==> config.mk <==
export PLATFORM = sky130hd
export DESIGN_NAME = my_cmd_seq
export DESIGN_NICKNAME = d
export VERILOG_FILES = /design/src/logic/my_pkg.sv /design/src/logic/my_cmd_seq.sv
export VERILOG_INCLUDE_DIRS = /design/src /design/src/logic
export SDC_FILE = /design/constraint.sdc
export NUM_CORES = 1
export LEC_CHECK = 0
export ABC_AREA = 0
export BUFFER_PORTS_ARGS = -buffer_cell sky130_fd_sc_hd__buf_2
export CELL_PAD_IN_SITES_DETAIL_PLACEMENT = 1
export CELL_PAD_IN_SITES_GLOBAL_PLACEMENT = 1
export CORE_MARGIN = 4
export CORE_UTILIZATION = 29
export CTS_BUF_LIST = sky130_fd_sc_hd__clkbuf_4
export DETAILED_ROUTE_END_ITERATION = 12
export PLACE_DENSITY_LB_ADDON = 0.1
export SYNTH_ARGS = -nofsm -noshare
export SYNTH_HDL_FRONTEND = slang
export SYNTH_SLANG_ARGS = --single-unit
==> constraint.sdc <==
create_clock -name wb_clk_i -period 3.6 [get_ports wb_clk_i]
set_clock_uncertainty 0.05 [all_clocks]
set_input_delay 0.54 -clock wb_clk_i [delete_from_list [all_inputs] [get_ports wb_clk_i]]
set_output_delay 0.54 -clock wb_clk_i [all_outputs]
set_load 0.05 [all_outputs]
==> src/logic/my_consts.svh <==
//******************************
// MY controller constants
// register select, command codes, geometry, DMA timing
//******************************
`ifndef MY_CONSTS_SVH
`define MY_CONSTS_SVH

// register select by wishbone address bit 1
`define MY_REG_CSR 1'b0
`define MY_REG_DR 1'b1

// command codes, CSR bits 4..1
`define MY_CMD_RD 4'b0000
`define MY_CMD_WR 4'b0001
`define MY_CMD_RDM 4'b0010
`define MY_CMD_WRM 4'b0011
`define MY_CMD_RDID 4'b0101
`define MY_CMD_FORMAT 4'b0110
`define MY_CMD_SEEK 4'b0111
`define MY_CMD_SET 4'b1000

// CSR bit positions
`define MY_CSR_GO 0
`define MY_CSR_DONE 5
`define MY_CSR_IE 6
`define MY_CSR_DRQ 7
`define MY_CSR_RST 14
`define MY_CSR_ERR 15

// disk geometry, sector held zero based
`define MY_CYL_MAX 7'd79
`define MY_SEC_MAX 4'd9
`define MY_SEC_WORDS 256

// cycles allowed for dma ack
`define MY_DMA_TIMEOUT 8'd200

`endif
==> src/logic/my_pkg.sv <==
//******************************
// MY controller shared types
//******************************
package my_pkg;

	// current disk position, sector zero based
	typedef struct packed {
		logic [1:0] drive;
		logic head;
		logic [6:0] cyl;
		logic [3:0] sec;
	} disk_pos_t;

	typedef enum logic [1:0] {
		XFER_LOAD = 2'd0,	// fetch parameter block
		XFER_READ = 2'd1,	// card to host, one sector
		XFER_WRITE = 2'd2	// host to card, one sector
	} xfer_op_t;

	// sequencer -> dma engine, req held until ack
	typedef struct packed {
		logic req;
		xfer_op_t op;
	} xfer_req_t;

	typedef struct packed {
		logic ack;
		logic err_cyl;	// cylinder out of range
		logic nxp;	// bus timeout
		logic wc_zero;	// word count used up
	} xfer_rsp_t;

	// dma bus, master side
	typedef struct packed {
		logic [15:0] adr;
		logic [15:0] dat;
		logic stb;
		logic we;
	} dma_m_t;

	typedef struct packed {
		logic [15:0] dat;
		logic ack;
	} dma_s_t;

	// card port, four-phase block transfer plus buffer access
	typedef struct packed {
		logic req;
		logic wr;
		logic [22:0] blk_adr;
		logic [7:0] buf_adr;
		logic [15:0] buf_wdat;
		logic buf_we;
	} sd_m_t;

	typedef struct packed {
		logic ack;
		logic [15:0] buf_rdat;	// valid same cycle as buf_adr
	} sd_s_t;

endpackage

==> src/logic/my_cmd_seq.sv <==
//******************************
// MY controller command sequencer
// DRQ handshake, parameter check, per-sector transfer requests
//******************************
`timescale 1ns/10ps
`include "my_consts.svh"

module my_cmd_seq (
	input logic wb_clk_i,
	input logic wb_rst_i,
	input logic soft_rst_i,
	input logic cmd_start_i,
	input logic [3:0] cmd_code_i,
	input logic drq_i,
	output logic drq_set_o,
	output logic cmd_done_o,
	output my_pkg::xfer_req_t xfer_req_o,
	input my_pkg::xfer_rsp_t xfer_rsp_i,
	input my_pkg::disk_pos_t pos_i,
	output logic err_sec_o
);
	import my_pkg::*;

	typedef enum logic [2:0] {
		S_IDLE, S_DRQ, S_WAIT_DR, S_LOAD, S_CHECK, S_XFER, S_NEXT, S_DONE
	} seq_state_e;

	seq_state_e st;
	logic data_cmd;	// moves sector data
	logic parm_cmd;	// takes the DR write, nothing else

	assign data_cmd = cmd_code_i inside {`MY_CMD_RD, `MY_CMD_WR, `MY_CMD_RDM, `MY_CMD_WRM};
	assign parm_cmd = cmd_code_i inside {`MY_CMD_RDID, `MY_CMD_FORMAT, `MY_CMD_SEEK, `MY_CMD_SET};

	assign drq_set_o = (st == S_DRQ);
	assign cmd_done_o = (st == S_DONE);
	assign xfer_req_o.req = (st == S_LOAD) | (st == S_XFER);	// held until ack
	assign xfer_req_o.op = (st == S_LOAD) ? XFER_LOAD :
		(cmd_code_i[0] ? XFER_WRITE : XFER_READ);	// odd codes write

	always_ff @(posedge wb_clk_i or posedge wb_rst_i) begin
		if (wb_rst_i) begin
			st <= S_IDLE;
			err_sec_o <= 1'b0;
		end else if (soft_rst_i) begin
			st <= S_IDLE;
			err_sec_o <= 1'b0;
		end else begin
			case (st)
				S_IDLE:
					if (cmd_start_i) begin
						err_sec_o <= 1'b0;
						st <= (data_cmd | parm_cmd) ? S_DRQ : S_DONE;	// unknown codes end now
					end
				S_DRQ:
					st <= S_WAIT_DR;	// DRQ visible from here on
				S_WAIT_DR:
					if (~drq_i)
						st <= data_cmd ? S_LOAD : S_DONE;
				S_LOAD:
					if (xfer_rsp_i.ack)
						st <= S_CHECK;
				// parameters are in, check once ack is gone
				S_CHECK:
					if (~xfer_rsp_i.ack) begin
						if (xfer_rsp_i.nxp | xfer_rsp_i.err_cyl)
							st <= S_DONE;
						else if (pos_i.sec > `MY_SEC_MAX) begin
							err_sec_o <= 1'b1;	// sector 0 or above 10
							st <= S_DONE;
						end else if (xfer_rsp_i.wc_zero)
							st <= S_DONE;
						else
							st <= S_XFER;
					end
				S_XFER:
					if (xfer_rsp_i.ack)
						st <= S_NEXT;
				S_NEXT:
					if (~xfer_rsp_i.ack) begin
						if (xfer_rsp_i.wc_zero | xfer_rsp_i.nxp | xfer_rsp_i.err_cyl)
							st <= S_DONE;
						else
							st <= S_XFER;	// next sector
					end
				S_DONE:
					st <= S_IDLE;
				default:
					st <= S_IDLE;
			endcase
		end
	end

endmodule

==> results.sh <==
export IMPL_clkLatencyLatePin_ns=0.23
export IMPL_htreeDepth=1
export IMPL_cts_tree="built"
export IMPL_ys_seq_area_share_pct=23.6
export IMPL_period_minus_slack_ns=2.00
export IMPL_design_die_area_um2=2140
export IMPL_num_rows=13
export IMPL_critPathKind="reg2out"
export IMPL_die_x_um=46.2
export IMPL_final_antenna_net_count=0
export IMPL_drc_errors=0
export IMPL_die_h_um=46.2
export IMPL_postCtsSetupRepairBufs=0
export IMPL_coreArea_um2=1330
export IMPL_drv_cap=0
export IMPL_pwr_share_clk_pct=13.8
export IMPL_netlist_instances=48
export IMPL_tns_ns=0
export IMPL_switching_share_pct=50.6
export IMPL_wl_per_cell_um=12.7
export IMPL_nNetsFinal=98
export IMPL_fmax_ghz=0.500
export IMPL_num_fill_cells=178
export IMPL_antenna_found_initial=0
export IMPL_internal_power_uw=194
export IMPL_start_util_pct=31.8
export IMPL_hold_viol=0
export IMPL_area_growth_synth_to_final_pct=30.4
export IMPL_ioPinCount=33
export IMPL_gr_total_overflow=0
export IMPL_critPathBufInv=1
export IMPL_rr_worst_depth=5
export IMPL_power_leakage_uw=0.000269
export IMPL_power_switching_uw=199
export IMPL_period_share_pct=55.5
export IMPL_crit_path_start_kind="flop"
export IMPL_synth_distinct_cells=27
export IMPL_reg2reg_slack_ns=1.84
export IMPL_maxSlewViolCount=0
export IMPL_syn_avg_cell_area_um2=8.84
export IMPL_dr_pass1_iters=2
export IMPL_place_gp_congestion=0.685
export IMPL_power_frac_seq_pct=30.8
export IMPL_first_global_vias=426
export IMPL_crit_path_cell_trace="nor3b_1 > buf_2"
export IMPL_ctsHoldBuffers=0
export IMPL_hold_slack_ns=0.125
export IMPL_endpoint_kind="primary output"
export IMPL_syn_cell_area_um2=424
export IMPL_yosys_warnings=0
export IMPL_cts_root_buf="clkbuf_4"
export IMPL_power_density_nw_per_um2=711
export IMPL_ctsResizeCount=0
export IMPL_p_comb_share_pct=55.4
export IMPL_crit_required_ns=3.01
export IMPL_grt_first_pass_wirelength_mm=1.75
export IMPL_r2r_start="st[0]$_DFFE_PP0P_"
export IMPL_tightest_slew_ns=0.511
export IMPL_cts_buffers=3
export IMPL_critPathTopFamily="flip-flops"
export IMPL_hp_class="in2async"
export IMPL_synth_seq_cells=4
export IMPL_r2r_end="st[1]$_DFFE_PP0P_"
export IMPL_status="completed"
export IMPL_drive_gt1_share_pct=44.9
export IMPL_critPathSlowestCell="dfrtp_1"
export IMPL_num_vias=426
export IMPL_setup_viol=0
export IMPL_diodes=0
export IMPL_cp_max_fo=16
export IMPL_ir_drop_v=0.000359
export IMPL_drtIter0Drc=3
export IMPL_relSlewSlack_pct=66.0
export IMPL_grt_max_degree=17
export IMPL_synthesis_nets=75
export IMPL_rsz0062_at_grt="false"
export IMPL_max_stage_delay_ns=0.65
export IMPL_dp_hpwl_um=867
export IMPL_portBuffers=21
export IMPL_wirelength_mm=1.07
export IMPL_vias_per_cell=5.07
export IMPL_grt_total_usage_pct=11.9
export IMPL_cts_sinks=4
export IMPL_clockBufferDepth=2
export IMPL_critical_path_arrival_ns=1.41
export IMPL_clk_pin_slew_ns=0.04
power by group through the flow:
stage / combinational [uW] / sequential (uW) / clock, uW
5_1_grt: 240 / 130 / 63.0
2_1_floorplan: 224 / 77.2 / 0
3_5_place_dp: 220 / 123 / 0
6_report: 218 / 121 / 54.4
3_3_place_gp: 217 / 124 / 0
4_1_cts: 221 / 122 / 58.2
cells in the mapped netlist:
cell type / instances / area, um^2
dfrtp_1: 4 / 100
nand2_1: 4 / 15.0
nand2b_1: 4 / 25.0
nor2_1: 4 / 15.0
o21ai_0: 3 / 15.0
a21o_1: 2 / 15.0
a21oi_1: 2 / 10.0
buf_2: 2 / 10.0
inv_1: 2 / 7.51
nor2b_1: 2 / 12.5
nor3_2: 2 / 20.0
xor2_1: 2 / 17.5
a21boi_2: 1 / 11.3
a221oi_2: 1 / 15.0
a31o_1: 1 / 8.76
and2_1: 1 / 6.26
and3_1: 1 / 6.26
and4bb_1: 1 / 12.5
buf_4: 1 / 7.51
nor3b_1: 1 / 7.51
nor4_1: 1 / 6.26
nor4b_2: 1 / 15.0
o211ai_2: 1 / 12.5
o311ai_4: 1 / 26.3
o31a_1: 1 / 8.76
o31ai_1: 1 / 7.51
or4b_1: 1 / 10.0
routing by layer:
metal | track usage, % | part of all wire [%]
met5 | 0 | 0
met4 | 11.4 | 2.5
met3 | 3.13 | 9.0
met2 | 17.3 | 43
met1 | 13.7 | 45
state kept, by name, indices dropped and copies added, names as in the netlist:
register and count:
st 3, err_sec_o 1
per-stage QoR:
step                      worst slack [ns]  cells  instance area [um^2]  util (%)  total power, uW
after global placement                1.85     81                   531      39.8              341
after CTS                             1.58     84                   553      41.5              401
after floorplan                       1.24     48                   424         -              301
after global routing                  1.43     84                   553      41.5              433
after detailed placement              1.83     81                   531      39.8              343
final                                 1.60     84                   553      41.5              393
worst max-delay path by stage:
stage | from | endpoint | cells after the start
floorplan | st[0]$_DFFE_PP0P_ | drq_set_o | 2
global placement | st[2]$_DFFE_PP0P_ | st[1]$_DFFE_PP0P_ | 5
detailed placement | st[0]$_DFFE_PP0P_ | drq_set_o | 2
CTS | st[0]$_DFFE_PP0P_ | drq_set_o | 2
global route | st[0]$_DFFE_PP0P_ | xfer_req_o[1] | 4
finish | st[0]$_DFFE_PP0P_ | drq_set_o | 2
logic make-up after synthesis:
family	synth area share, %
and+or+nand+nor	35.7
AOI/OAI and AO/OA	30.7
buffers and inverters	5.90
xor gates and xnor gates	4.13
DFF	23.6
layout by cell type (no fill, tap or decap), types with 2 or more instances in the layout:
| master | n |
|---|---|
| nand2b_1 | 4 |
| dfrtp_1 | 4 |
| clkbuf_4 | 3 |
| inv_1 | 2 |
| xor2_1 | 2 |
| a21o_1 | 2 |
| buf_2 | 21 |
| nand2_1 | 4 |
| nor3_2 | 2 |
| nor2_1 | 4 |
| nor2b_1 | 2 |
| o21ai_0 | 3 |
| a21oi_1 | 2 |
final cells by class:
type	instances	area, um^2	share of cell area, %
inverters	2	7.51	1.36
well taps	15	18.8	3.39
flip-flops and latches	4	100	18.1
multi-input cells	39	299	54.1
clock buffers	3	22.5	4.07
repair buffers	21	105	19.0
Power figures use the tool's default switching activity.
